$ cat config.mk
export PLATFORM = sky130hd
export DESIGN_NAME = phone_ui_top
export DESIGN_NICKNAME = d
export VERILOG_FILES = /design/src/common/call_pkg.sv /design/src/common/menu_pkg.sv /design/src/ui_control/ui_control.sv /design/src/source/ui_settings.sv /design/src/source/text_lookup.sv /design/src/source/phone_ui_top.sv
export SDC_FILE = /design/constraint.sdc
export NUM_CORES = 1
export LEC_CHECK = 0
export ABC_AREA = 1
export BUFFER_PORTS_ARGS = -buffer_cell sky130_fd_sc_hd__buf_2
export CAP_MARGIN = 0
export CORE_MARGIN = 3
export CORE_UTILIZATION = 40
export CTS_CLUSTER_SIZE = 30
export DETAILED_ROUTE_END_ITERATION = 7
export PLACE_DENSITY = 0.59
export SYNTH_ARGS = -nofsm -noshare
export SYNTH_HDL_FRONTEND = slang
export SYNTH_SLANG_ARGS = --single-unit
$ cat constraint.sdc
create_clock -name clk -period 3.8 [get_ports clk]
set_input_delay 0.76 -clock clk [delete_from_list [all_inputs] [get_ports clk]]
set_output_delay 0.76 -clock clk [all_outputs]
set_load 0.005 [all_outputs]
$ cat src/common/call_pkg.sv
package call_pkg;

	////////////////////////////////////////////////////////////
	// call states
	////////////////////////////////////////////////////////////

	typedef enum logic [2:0] {
		idle       = 3'd0, // no call in progress
		incoming   = 3'd1, // being called
		outgoing   = 3'd2, // calling another node
		busy       = 3'd3, // call connected
		initialize = 3'd5  // waiting for enter at power up
	} call_state_t;

	////////////////////////////////////////////////////////////
	// commands to and from the application layer
	////////////////////////////////////////////////////////////

	// ui -> application
	typedef enum logic [2:0] {
		init_signal = 3'd0,
		make_call   = 3'd1, // address holds the dialled node
		stop_call   = 3'd2
	} ui_cmd_t;

	// application -> ui, sampled every cycle
	typedef enum logic [2:0] {
		none          = 3'd0,
		connected     = 3'd1,
		failed        = 3'd4, // dropped or never went through
		incoming_call = 3'd5,
		call_ended    = 3'd6
	} app_cmd_t;

	// one-cycle button strobes
	typedef struct packed {
		logic up;
		logic down;
		logic left;
		logic right;
		logic enter;
	} buttons_t;

endpackage

$ cat src/common/menu_pkg.sv
package menu_pkg;

	// numbered in list order, lists must stay contiguous
	typedef enum logic [5:0] {
		def_init, def_welcome, def_sys,
		call_number, voicemail, get_num, set_time,       // main list
		dialing,
		toggle_v, unread, saved,                         // voicemail list
		play_unread, del_unread, del_all_unread,         // unread list
		play_saved, del_saved, del_all_saved,            // saved list
		def_incoming, accept, reject,                    // incoming list
		def_outgoing, end_call,                          // outgoing list
		def_busy, end_call_b                             // busy list
	} menu_item_t;

	typedef struct packed {
		logic       valid; // item sits in a scrollable list
		menu_item_t first;
		menu_item_t last;
	} menu_list_t;

	typedef struct packed {
		logic [10:0] addr;   // start of string in text rom
		logic [10:0] length; // characters
	} text_req_t;

	typedef struct packed {
		logic      valid; // item has something to show
		text_req_t req;
	} text_entry_t;

	// list bounds for up/down wrapping
	function automatic menu_list_t list_of(menu_item_t item);
		menu_list_t l;
		case (item) inside
			[call_number:set_time]:         l = '{1'b1, call_number, set_time};
			[toggle_v:saved]:               l = '{1'b1, toggle_v, saved};
			[play_unread:del_all_unread]:   l = '{1'b1, play_unread, del_all_unread};
			[play_saved:del_all_saved]:     l = '{1'b1, play_saved, del_all_saved};
			[def_incoming:reject]:          l = '{1'b1, def_incoming, reject};
			[def_outgoing:end_call]:        l = '{1'b1, def_outgoing, end_call};
			[def_busy:end_call_b]:          l = '{1'b1, def_busy, end_call_b};
			default:                        l = '{1'b0, item, item}; // not in a list
		endcase
		return l;
	endfunction

	////////////////////////////////////////////////////////////
	// text rom map
	////////////////////////////////////////////////////////////

	function automatic text_entry_t text_entry(menu_item_t item, logic vm_on);
		text_entry_t e;
		e = '{1'b1, '{11'd0, 11'd0}};
		case (item)
			def_init:       e.req = '{11'd0, 11'd45};   // press enter to start
			def_welcome:    e.req = '{11'd72, 11'd7};
			call_number:    e.req = '{11'd80, 11'd11};
			voicemail:      e.req = '{11'd128, 11'd9};
			get_num:        e.req = '{11'd468, 11'd21};
			set_time:       e.req = '{11'd452, 11'd15};
			// wording offers the opposite of the current flag
			toggle_v:       e.req = vm_on ? text_req_t'{11'd138, 11'd18}
			                              : text_req_t'{11'd157, 11'd17};
			unread:         e.req = '{11'd175, 11'd16};
			saved:          e.req = '{11'd270, 11'd15};
			play_unread:    e.req = '{11'd191, 11'd25};
			del_unread:     e.req = '{11'd218, 11'd23};
			del_all_unread: e.req = '{11'd242, 11'd27};
			play_saved:     e.req = '{11'd286, 11'd24};
			del_saved:      e.req = '{11'd311, 11'd22};
			del_all_saved:  e.req = '{11'd334, 11'd26};
			def_incoming:   e.req = '{11'd361, 11'd13};
			accept:         e.req = '{11'd375, 11'd20};
			reject:         e.req = '{11'd396, 11'd20};
			def_outgoing:   e.req = '{11'd435, 11'd7};
			end_call,
			end_call_b:     e.req = '{11'd443, 11'd8};  // shared string
			def_busy:       e.req = '{11'd490, 11'd12};
			default:        e.valid = 1'b0;             // def_sys, dialing
		endcase
		return e;
	endfunction

endpackage

$ cat src/ui_control/ui_control.sv
`timescale 1ns/1ps

module ui_control import call_pkg::*, menu_pkg::*; (
	input  logic        clk,
	input  logic        reset,
	input  buttons_t    buttons,
	input  app_cmd_t    inc_command,
	input  logic        voicemail_on,
	output call_state_t state,
	output menu_item_t  menu_item,
	output logic        dial_strobe,
	output logic        end_strobe,
	output logic        voicemail_toggle
);

	call_state_t state_nxt;
	menu_item_t  item_nxt;
	menu_list_t  lst;
	logic        nav;      // no call event, buttons may act
	logic        dial_nxt;
	logic        end_nxt;
	logic        flip_vm;
	logic        vm_want;  // requested voicemail flag

	assign lst = list_of(menu_item);

	// high until settings catch up, one cycle per select
	assign voicemail_toggle = vm_want ^ voicemail_on;

	////////////////////////////////////////////////////////////
	// call events, incoming command beats buttons
	////////////////////////////////////////////////////////////

	always_comb begin
		state_nxt = state;
		item_nxt  = menu_item;
		dial_nxt  = 1'b0;
		end_nxt   = 1'b0;
		flip_vm   = 1'b0;
		nav       = 1'b0;

		case (state)
			initialize: begin
				if (buttons.enter) begin // only enter wakes the node
					state_nxt = idle;
					item_nxt  = def_welcome;
				end
			end
			idle: begin
				if (inc_command == incoming_call) begin
					state_nxt = incoming;
					item_nxt  = def_incoming;
				end else
					nav = 1'b1;
			end
			outgoing: begin
				if (inc_command == connected) begin
					state_nxt = busy;
					item_nxt  = def_busy;
				end else if (inc_command == failed || inc_command == call_ended) begin
					state_nxt = idle;
					item_nxt  = def_sys;
				end else
					nav = 1'b1;
			end
			busy: begin
				if (inc_command == call_ended) begin // far end or our stop_call
					state_nxt = idle;
					item_nxt  = def_sys;
				end else
					nav = 1'b1;
			end
			incoming: nav = 1'b1;
			default: begin // unused encodings, start over
				state_nxt = initialize;
				item_nxt  = def_init;
			end
		endcase

		////////////////////////////////////////////////////////////
		// buttons: up, down, select, left
		////////////////////////////////////////////////////////////

		if (nav) begin
			if (buttons.up) begin
				if (lst.valid) // wrap to bottom
					item_nxt = (menu_item == lst.first) ? lst.last
					                                    : menu_item_t'(menu_item - 6'd1);
			end else if (buttons.down) begin
				if (lst.valid) // wrap to top
					item_nxt = (menu_item == lst.last) ? lst.first
					                                   : menu_item_t'(menu_item + 6'd1);
			end else if (buttons.right || buttons.enter) begin
				case (menu_item)
					def_welcome,
					def_sys:     item_nxt = call_number;
					call_number: item_nxt = dialing;
					voicemail:   item_nxt = toggle_v;
					unread:      item_nxt = play_unread;
					saved:       item_nxt = play_saved;
					dialing: begin
						dial_nxt  = 1'b1; // latch switches, send make_call
						state_nxt = outgoing;
						item_nxt  = def_outgoing;
					end
					toggle_v:    flip_vm = 1'b1;
					def_incoming,
					accept: begin
						state_nxt = busy;
						item_nxt  = def_busy;
					end
					reject: begin
						state_nxt = idle;
						item_nxt  = def_welcome;
					end
					end_call,
					end_call_b:  end_nxt = 1'b1; // wait for call_ended
					default:     item_nxt = menu_item; // get_num, set_time, playback items
				endcase
			end else if (buttons.left) begin
				case (menu_item) inside
					[call_number:set_time]:       item_nxt = def_sys;
					dialing:                      item_nxt = call_number;
					[toggle_v:saved]:             item_nxt = voicemail;
					[play_unread:del_all_unread]: item_nxt = unread;
					[play_saved:del_all_saved]:   item_nxt = saved;
					default:                      item_nxt = menu_item; // top level or call menus
				endcase
			end
		end
	end

	always_ff @(posedge clk) begin
		if (reset) begin
			state       <= initialize;
			menu_item   <= def_init;
			dial_strobe <= 1'b0;
			end_strobe  <= 1'b0;
			vm_want     <= 1'b0; // settings clear to off as well
		end else begin
			state       <= state_nxt;
			menu_item   <= item_nxt;
			dial_strobe <= dial_nxt;
			end_strobe  <= end_nxt;
			if (flip_vm)
				vm_want <= ~vm_want;
		end
	end

endmodule

$ cat src/source/ui_settings.sv
`timescale 1ns/1ps

module ui_settings import call_pkg::*; #(
	parameter int dial_w = 8
) (
	input  logic              clk,
	input  logic              reset,
	input  logic [dial_w-1:0] dial_switches,
	input  logic              dial_strobe,
	input  logic              end_strobe,
	input  logic              voicemail_toggle,
	output logic [dial_w-1:0] address,
	output ui_cmd_t           command,
	output logic              voicemail_on
);

	////////////////////////////////////////////////////////////
	// call request and voicemail flag
	////////////////////////////////////////////////////////////

	always_ff @(posedge clk) begin
		if (reset) begin
			address      <= '0;
			command      <= init_signal;
			voicemail_on <= 1'b0; // voicemail off after power up
		end else begin
			if (dial_strobe) begin
				address <= dial_switches; // node to call
				command <= make_call;
			end else if (end_strobe)
				command <= stop_call; // address kept for the hang up

			if (voicemail_toggle)
				voicemail_on <= ~voicemail_on;
		end
	end

endmodule

$ cat src/source/text_lookup.sv
`timescale 1ns/1ps

module text_lookup import menu_pkg::*; (
	input  logic       clk,
	input  logic       reset,
	input  menu_item_t menu_item,
	input  logic       voicemail_on,
	output logic       text_start,
	output text_req_t  text
);

	menu_item_t  prev_item; // item seen last cycle
	text_entry_t entry;
	logic        changed;

	// lookup on the current item, flag read at request time
	assign entry   = text_entry(menu_item, voicemail_on);
	assign changed = (menu_item != prev_item);

	////////////////////////////////////////////////////////////
	// change detect and request
	////////////////////////////////////////////////////////////

	always_ff @(posedge clk) begin
		if (reset) begin
			// differs from def_init, so the first screen goes out
			// right after reset releases
			prev_item  <= def_sys;
			text_start <= 1'b0;
		end else begin
			prev_item  <= menu_item;
			text_start <= changed && entry.valid; // one cycle per change
		end
	end

	// no text for the item, scroller keeps old string
	always_ff @(posedge clk) begin
		if (!reset && changed && entry.valid)
			text <= entry.req;
	end

endmodule

$ cat src/source/phone_ui_top.sv
`timescale 1ns/1ps

module phone_ui_top import call_pkg::*, menu_pkg::*; #(
	parameter int dial_w = 8
) (
	input  logic              clk,
	input  logic              reset,
	input  buttons_t          buttons,
	input  logic [dial_w-1:0] dial_switches,
	input  app_cmd_t          inc_command,
	output logic [dial_w-1:0] address,
	output ui_cmd_t           command,
	output call_state_t       current_state,
	output menu_item_t        current_menu_item,
	output logic              text_start,
	output text_req_t         text
);

	logic dial_strobe;      // select on dialing
	logic end_strobe;       // select on end call
	logic voicemail_toggle;
	logic voicemail_on;

	ui_control ctrl_i (
		.clk, .reset, .buttons, .inc_command, .voicemail_on,
		.state            (current_state),
		.menu_item        (current_menu_item),
		.dial_strobe, .end_strobe, .voicemail_toggle
	);

	ui_settings #(.dial_w(dial_w)) settings_i (
		.clk, .reset, .dial_switches,
		.dial_strobe, .end_strobe, .voicemail_toggle,
		.address, .command, .voicemail_on
	);

	text_lookup text_i (
		.clk, .reset,
		.menu_item        (current_menu_item),
		.voicemail_on, .text_start, .text
	);

endmodule

==> results.toml, run 1 <==
[drt]
drtAntennaViolNets = 0
drt_first_pass_iters = 6
via_per_inst = 5.545
vias = 3948
drtIter0Drc = 225
wl_um = 11950
drc_errors = 0
wire_per_inst_um = 16.78

[clock_tree]
postCtsHoldBufs = 0
cts_setup_buffers = 0
clockBufferDepth = 2
numCtsBuffers = 5
clk_pin_slew_worst_paths_ns = 0.10
worstSkewPairLatency_ns = 0.31
htreeDepth = 2
numClockSinks = 45
ctsResizeCount = 0
tritoncts = "built"
clock-root-buffer = "clkbuf_8"

[power]
p_leak_uw = 0.002091
vdd.ir_drop.worst_mv = 0.2657
p_total_uw = 3184
power.density_nw_per_um2 = 796.3

[critical_path]
crit_arrival_ns = 3.60
path_cells = "inv_1 -> ha_1 -> inv_1 -> nand2_1 -> nand2_1 -> nand2_2 -> nor4_4 -> nor2_1 -> a311oi_1 -> nand2_1 -> inv_2 -> nor2_1 -> o21ai_0 -> o21ai_1"
crit_fanout = 12
crit_path_start_kind = "flop"
cp.required_ns = 4.00
crit_type = "reg -> reg"
r2r_cells = 14
r2r_setup_slack_ns = 0.39
r2r-end = "ctrl_i.menu_item[4]"
cp-end-kind = "flop"
cpPeakStageDelay_ns = 0.62
r2r-start = "ctrl_i.menu_item[1]"
path_common_cell = "nand2_1"
cp_slowest_cell = "dfxtp_1"

[synthesis]
netlist_area_um2 = 3547
yosys-top-cells-area = "dfxtp_1, edfxtp_1, nand2_1"
synthMuxAreaShare = 0
yosysTopAreaCellShare = 0.1693
ys_top_cells_by_count = "nand2_1, nor2_1, inv_1, nand3_1, dfxtp_1"
synth_top_family_by_area = "simple AND/OR/NAND/NOR gates"
synthAdderAreaFrac = 0.01764
ys.flop_type = "dfxtp_1"
synth_compound_area_frac = 0.1443
synth_simple_gate_area_frac = 0.4138
synth.most_common_cell = "nand2_1"
async_reset_ff_frac = 0
synthCells = 552
syn_avg_cell_area_um2 = 6.426
synth.distinct_cells = 42
synth_xor_area_frac = 0.004938
yosysTopAreaCell = "dfxtp_1"
yosys_warnings = 0
synth_edf_count = 15
synth_seq_cells = 45
ys_seq_area_frac = 0.2963

[floorplan]
num_io_pins = 61
die-area_um2 = 10030
start_util = 0.4211
die_h_um = 100.2
rows = 33
core_area_um2 = 8423
die_w_um = 100.2

[worst_hold_path]
hold_path.class = "reg -> reg"
min_from = "ctrl_i.vm_want"
min_path_cells = 2
hold_end = "settings_i.voicemail_on"

[sta]
finalSetupViolCount = 0
period_needed_ns = 3.405
timing.hold.ws_ns = 0.4648
rsz0062_at_grt = "no"
max_freq_mhz = 293.7
final_hold_viol_count = 0
finClkSkew_ns = 0.01327
slew_violations = 0
fin_crit_sh = 0.8961
slew_headroom = 0.5613
final.setup.tns_ns = 0
tightest_slew_ns = 0.6531

[global_route]
grt_antenna_before_repair = 0
grt_max_degree = 16
grt_pass1_wl_um = 19090
grt_pass1_vias = 3739
grtUsageTotal = 0.2406
overflow = 0

[layout]
nNetsFinal = 629
layout-drive-gt1-share = 0.1944
antennaDiodeCount = 0
syn_to_final_growth_pct = 12.73
fin_cells = 712

[job]
drv_cap = 0

[run_status]
status = "finished, final reports clean"

[placement]
port_buffers = 52
hpwl_um = 9643
placedCellCount = 704
gp_congestion = 1.015
-- routing by layer --
metal	vias up	GRT usage	wire length [um]
met4	0	0.07772	312
met1	1799	0.3325	5282
li1	1926	-	-
met5	-	0	0
met3	30	0.03544	947
met2	193	0.3858	5408
-- metrics by stage --
step / setup slack (ns) / util / area [um2]
2_1_floorplan: 0.8470 / - / 3573
3_3_place_gp: 0.5786 / 0.4614 / 3886
3_5_place_dp: 0.5590 / 0.4614 / 3886
4_1_cts: 0.5320 / 0.4747 / 3999
5_1_grt: 0.1836 / 0.4747 / 3999
6_report: 0.3949 / 0.4747 / 3999
-- registers in the layout, indices dropped and copies added (netlist names) --
signal,count
ctrl_i.vm_want,1
text_i.prev_item,6
text_i.text,15
settings_i.command,2
text_i.text_start,1
settings_i.address,8
ctrl_i.dial_strobe,1
ctrl_i.state,3
ctrl_i.end_strobe,1
ctrl_i.menu_item,6
settings_i.voicemail_on,1
-- cell families (layout without fill, tap and decap cells) --
family | count (synthesis) | in the layout
xor+xnor | 2 | 2
flops | 45 | 45
other cells | 1 | 8
compound gates | 81 | 81
simple gates | 322 | 322
fa+ha+maj | 5 | 5
buf+inv | 96 | 144
-- critical path: cells and delay by family, from the launching register on --
family	cells	cell delay [ns]
compound gates	3	0.47
fa+ha+maj	1	0.36
flops	1	0.62
simple gates	7	1.17
buf+inv	3	0.65
-- layout make-up --
class / instances / area [um2]
Tap cell: 105 / 131.4
Clock buffer: 6 / 73.82
Clock inverter: 2 / 38.79
Fill cell: 887 / 4424
Multi-Input combinational cell: 418 / 2090
Inverter: 75 / 286.5
Sequential cell: 45 / 1051
Timing Repair Buffer: 61 / 327.8
-- power breakdown --
part / internal [uW] / switching [uW]
combinational: 660 / 1370
clock: 200 / 180
sequential: 696 / 79.7
-- cells in the final DEF (no fill, tap or decap), drive strengths merged, types with 3 or more instances in the layout --
master / instances
ha: 5
nor4: 11
buf: 61
o211ai: 3
nand4: 14
a21oi: 23
clkbuf: 6
nor2: 102
o21ai: 32
conb: 8
nand3: 53
dfxtp: 30
nor3: 13
a31oi: 5
inv: 74
nand2: 127
edfxtp: 15
o22ai: 5
o31ai: 4
-- how the worst max path moves through the flow --
| stage | startpoint | to | slack [ns] |
|---|---|---|---|
| after floorplan | ctrl_i.menu_item[0] | text_i.text[0] | 0.85 |
| after global placement | ctrl_i.menu_item[1] | ctrl_i.menu_item[4] | 0.58 |
| after detailed placement | ctrl_i.menu_item[1] | ctrl_i.menu_item[4] | 0.56 |
| after CTS | ctrl_i.menu_item[1] | ctrl_i.menu_item[4] | 0.53 |
| after global routing | ctrl_i.menu_item[1] | ctrl_i.menu_item[4] | 0.18 |
| final | ctrl_i.menu_item[1] | ctrl_i.menu_item[4] | 0.39 |
Power figures use the tool's default switching activity.
==> run 2: changes to the inputs <==
- CTS_BUF_LIST: default -> sky130_fd_sc_hd__clkbuf_4 sky130_fd_sc_hd__clkbuf_8 sky130_fd_sc_hd__clkbuf_16
==> results.toml, run 2 (synthesized netlist as in run 1, its figures left out) <==
[sta]
max_freq_mhz = 292.8
slew_headroom = 0.5608
finClkSkew_ns = 0.01319
fin_crit_sh = 0.8988
slew_violations = 0
rsz0062_at_grt = "no"
period_needed_ns = 3.415
finalSetupViolCount = 0
final_hold_viol_count = 0
tightest_slew_ns = 0.6538
final.setup.tns_ns = 0

[critical_path]
r2r-end = "ctrl_i.menu_item[4]"
critPathLaunch = "ctrl_i.menu_item[1]"
path_common_cell = "nand2_1"
crit_path_start_kind = "flop"
crit_fanout = 12
crit_arrival_ns = 3.61
cp.required_ns = 4.00
cp_top_family = "simple AND/OR/NAND/NOR gates"
crit_buf_inv = 3
r2r-start = "ctrl_i.menu_item[1]"
crit_path_end = "ctrl_i.menu_item[4]"
cpPeakStageDelay_ns = 0.63
r2r_setup_slack_ns = 0.38
path_cells = "inv_1 -> ha_1 -> inv_1 -> nand2_1 -> nand2_1 -> nand2_2 -> nor4_4 -> nor2_1 -> a311oi_1 -> nand2_1 -> inv_2 -> nor2_1 -> o21ai_0 -> o21ai_1"
cp.depth = 14
r2r_cells = 14
crit_type = "reg -> reg"
cp-end-kind = "flop"
cp_slowest_cell = "dfxtp_1"

[clock_tree]
tritoncts = "built"
worstSkewPairLatency_ns = 0.30
postCtsHoldBufs = 0
numClockSinks = 45
cts_setup_buffers = 0
clockBufferDepth = 2
ctsResizeCount = 0
numCtsBuffers = 5
clk_pin_slew_worst_paths_ns = 0.10
clock-root-buffer = "clkbuf_8"
htreeDepth = 2

[drt]
drc_errors = 0
wl_um = 12020
drtAntennaViolNets = 0
via_per_inst = 5.548
wire_per_inst_um = 16.88
drtIter0Drc = 248
drt_first_pass_iters = 5
vias = 3950

[floorplan]
start_util = 0.4211
rows = 33
num_io_pins = 61
die_w_um = 100.2
die_h_um = 100.2
core_area_um2 = 8423
die-area_um2 = 10030

[global_route]
grt_pass1_vias = 3751
grt_antenna_before_repair = 0
grt_pass1_wl_um = 19130
grt_max_degree = 16
overflow = 0
grtUsageTotal = 0.2412

[layout]
reg_top3 = "text_i.text (15), settings_i.address (8)"
largest_reg_flops = 15
fin_cells = 712
layout-drive-gt1-share = 0.1944
antennaDiodeCount = 0
nNetsFinal = 629
regMostFlops = "text_i.text"
syn_to_final_growth_pct = 12.80
final_cell_mix = "nand2_1, nor2_1, inv_1, buf_2, nand3_1"
final_common_cell = "nand2_1"

[job]
drv_cap = 0

[power]
p_switching_uw = 1632
power_frac_comb = 0.637
vdd.ir_drop.worst_mv = 0.2649
netSwitchingFraction = 0.5111
power.share.sequential = 0.243
p_leak_uw = 0.002092
pwr-share-clk = 0.120
p_int_uw = 1561
power.density_nw_per_um2 = 797.9

[placement]
gp_congestion = 1.015
placedCellCount = 704
port_buffers = 52
hpwl_um = 9643

[worst_hold_path]
hold_path.class = "reg -> reg"

[run_status]
status = "finished, final reports clean"
[run 2: cell types whose count changed in the layout (fill, tap and decap cells not counted)]
cell	before	now
clkbuf_2	1	0
clkbuf_4	0	1
[run 2: worst register-to-register path, cell delays in order, from the launching register on]
cell,delay (ns)
dfxtp_1,0.63
inv_1,0.38
ha_1,0.37
inv_1,0.14
nand2_1,0.13
nand2_1,0.21
nand2_2,0.14
nor4_4,0.33
nor2_1,0.12
a311oi_1,0.23
nand2_1,0.16
inv_2,0.15
nor2_1,0.11
o21ai_0,0.13
o21ai_1,0.10
[run 2: power groups by stage]
stage                     registers, uW  logic [uW]  clock network (uW)
after floorplan                     786        1410                   0
after global placement              785        2020                   0
after detailed placement            785        1990                   0
after CTS                           774        2000                 393
after global routing                788        2230                 412
final                               776        2030                 383
[run 2: worst min path at each step]
stage,startpoint,endpoint,slack [ns],cells past startpoint
2_1_floorplan,ctrl_i.vm_want,settings_i.voicemail_on,0.42,2
3_3_place_gp,ctrl_i.vm_want,settings_i.voicemail_on,0.44,2
3_5_place_dp,ctrl_i.vm_want,settings_i.voicemail_on,0.45,2
4_1_cts,ctrl_i.vm_want,settings_i.voicemail_on,0.46,2
5_1_grt,settings_i.command[0],settings_i.command[0],0.50,2
6_report,settings_i.command[0],settings_i.command[0],0.47,2
[run 2: metal layers]
layer / vias to the layer above / wire (um) / global-route usage
met5: - / 0 / 0
met4: 0 / 277 / 0.08083
met3: 23 / 867 / 0.03544
met1: 1800 / 5395 / 0.3329
li1: 1924 / - / -
met2: 203 / 5480 / 0.3858
[run 2: final cells by class]
cell class / instances / area [um2]
clock buffers: 6 / 76.32
clock inverters: 2 / 38.79
fillers: 886 / 4422
inverters: 75 / 286.5
multi-input cells: 418 / 2090
flip-flops and latches: 45 / 1051
well taps: 105 / 131.4
repair buffers: 61 / 327.8
[run 2: stage by stage]
stage	cell area [um2]	hold WS (ns)	total power, uW	setup slack (ns)	util
CTS	4001	0.4631	3163	0.5320	0.4750
detailed placement	3886	0.4512	2772	0.5590	0.4614
global route	4001	0.4957	3434	0.1836	0.4750
global placement	3886	0.4369	2803	0.5786	0.4614
finish	4001	0.4695	3193	0.3846	0.4750
floorplan	3573	0.4215	2199	0.8470	-
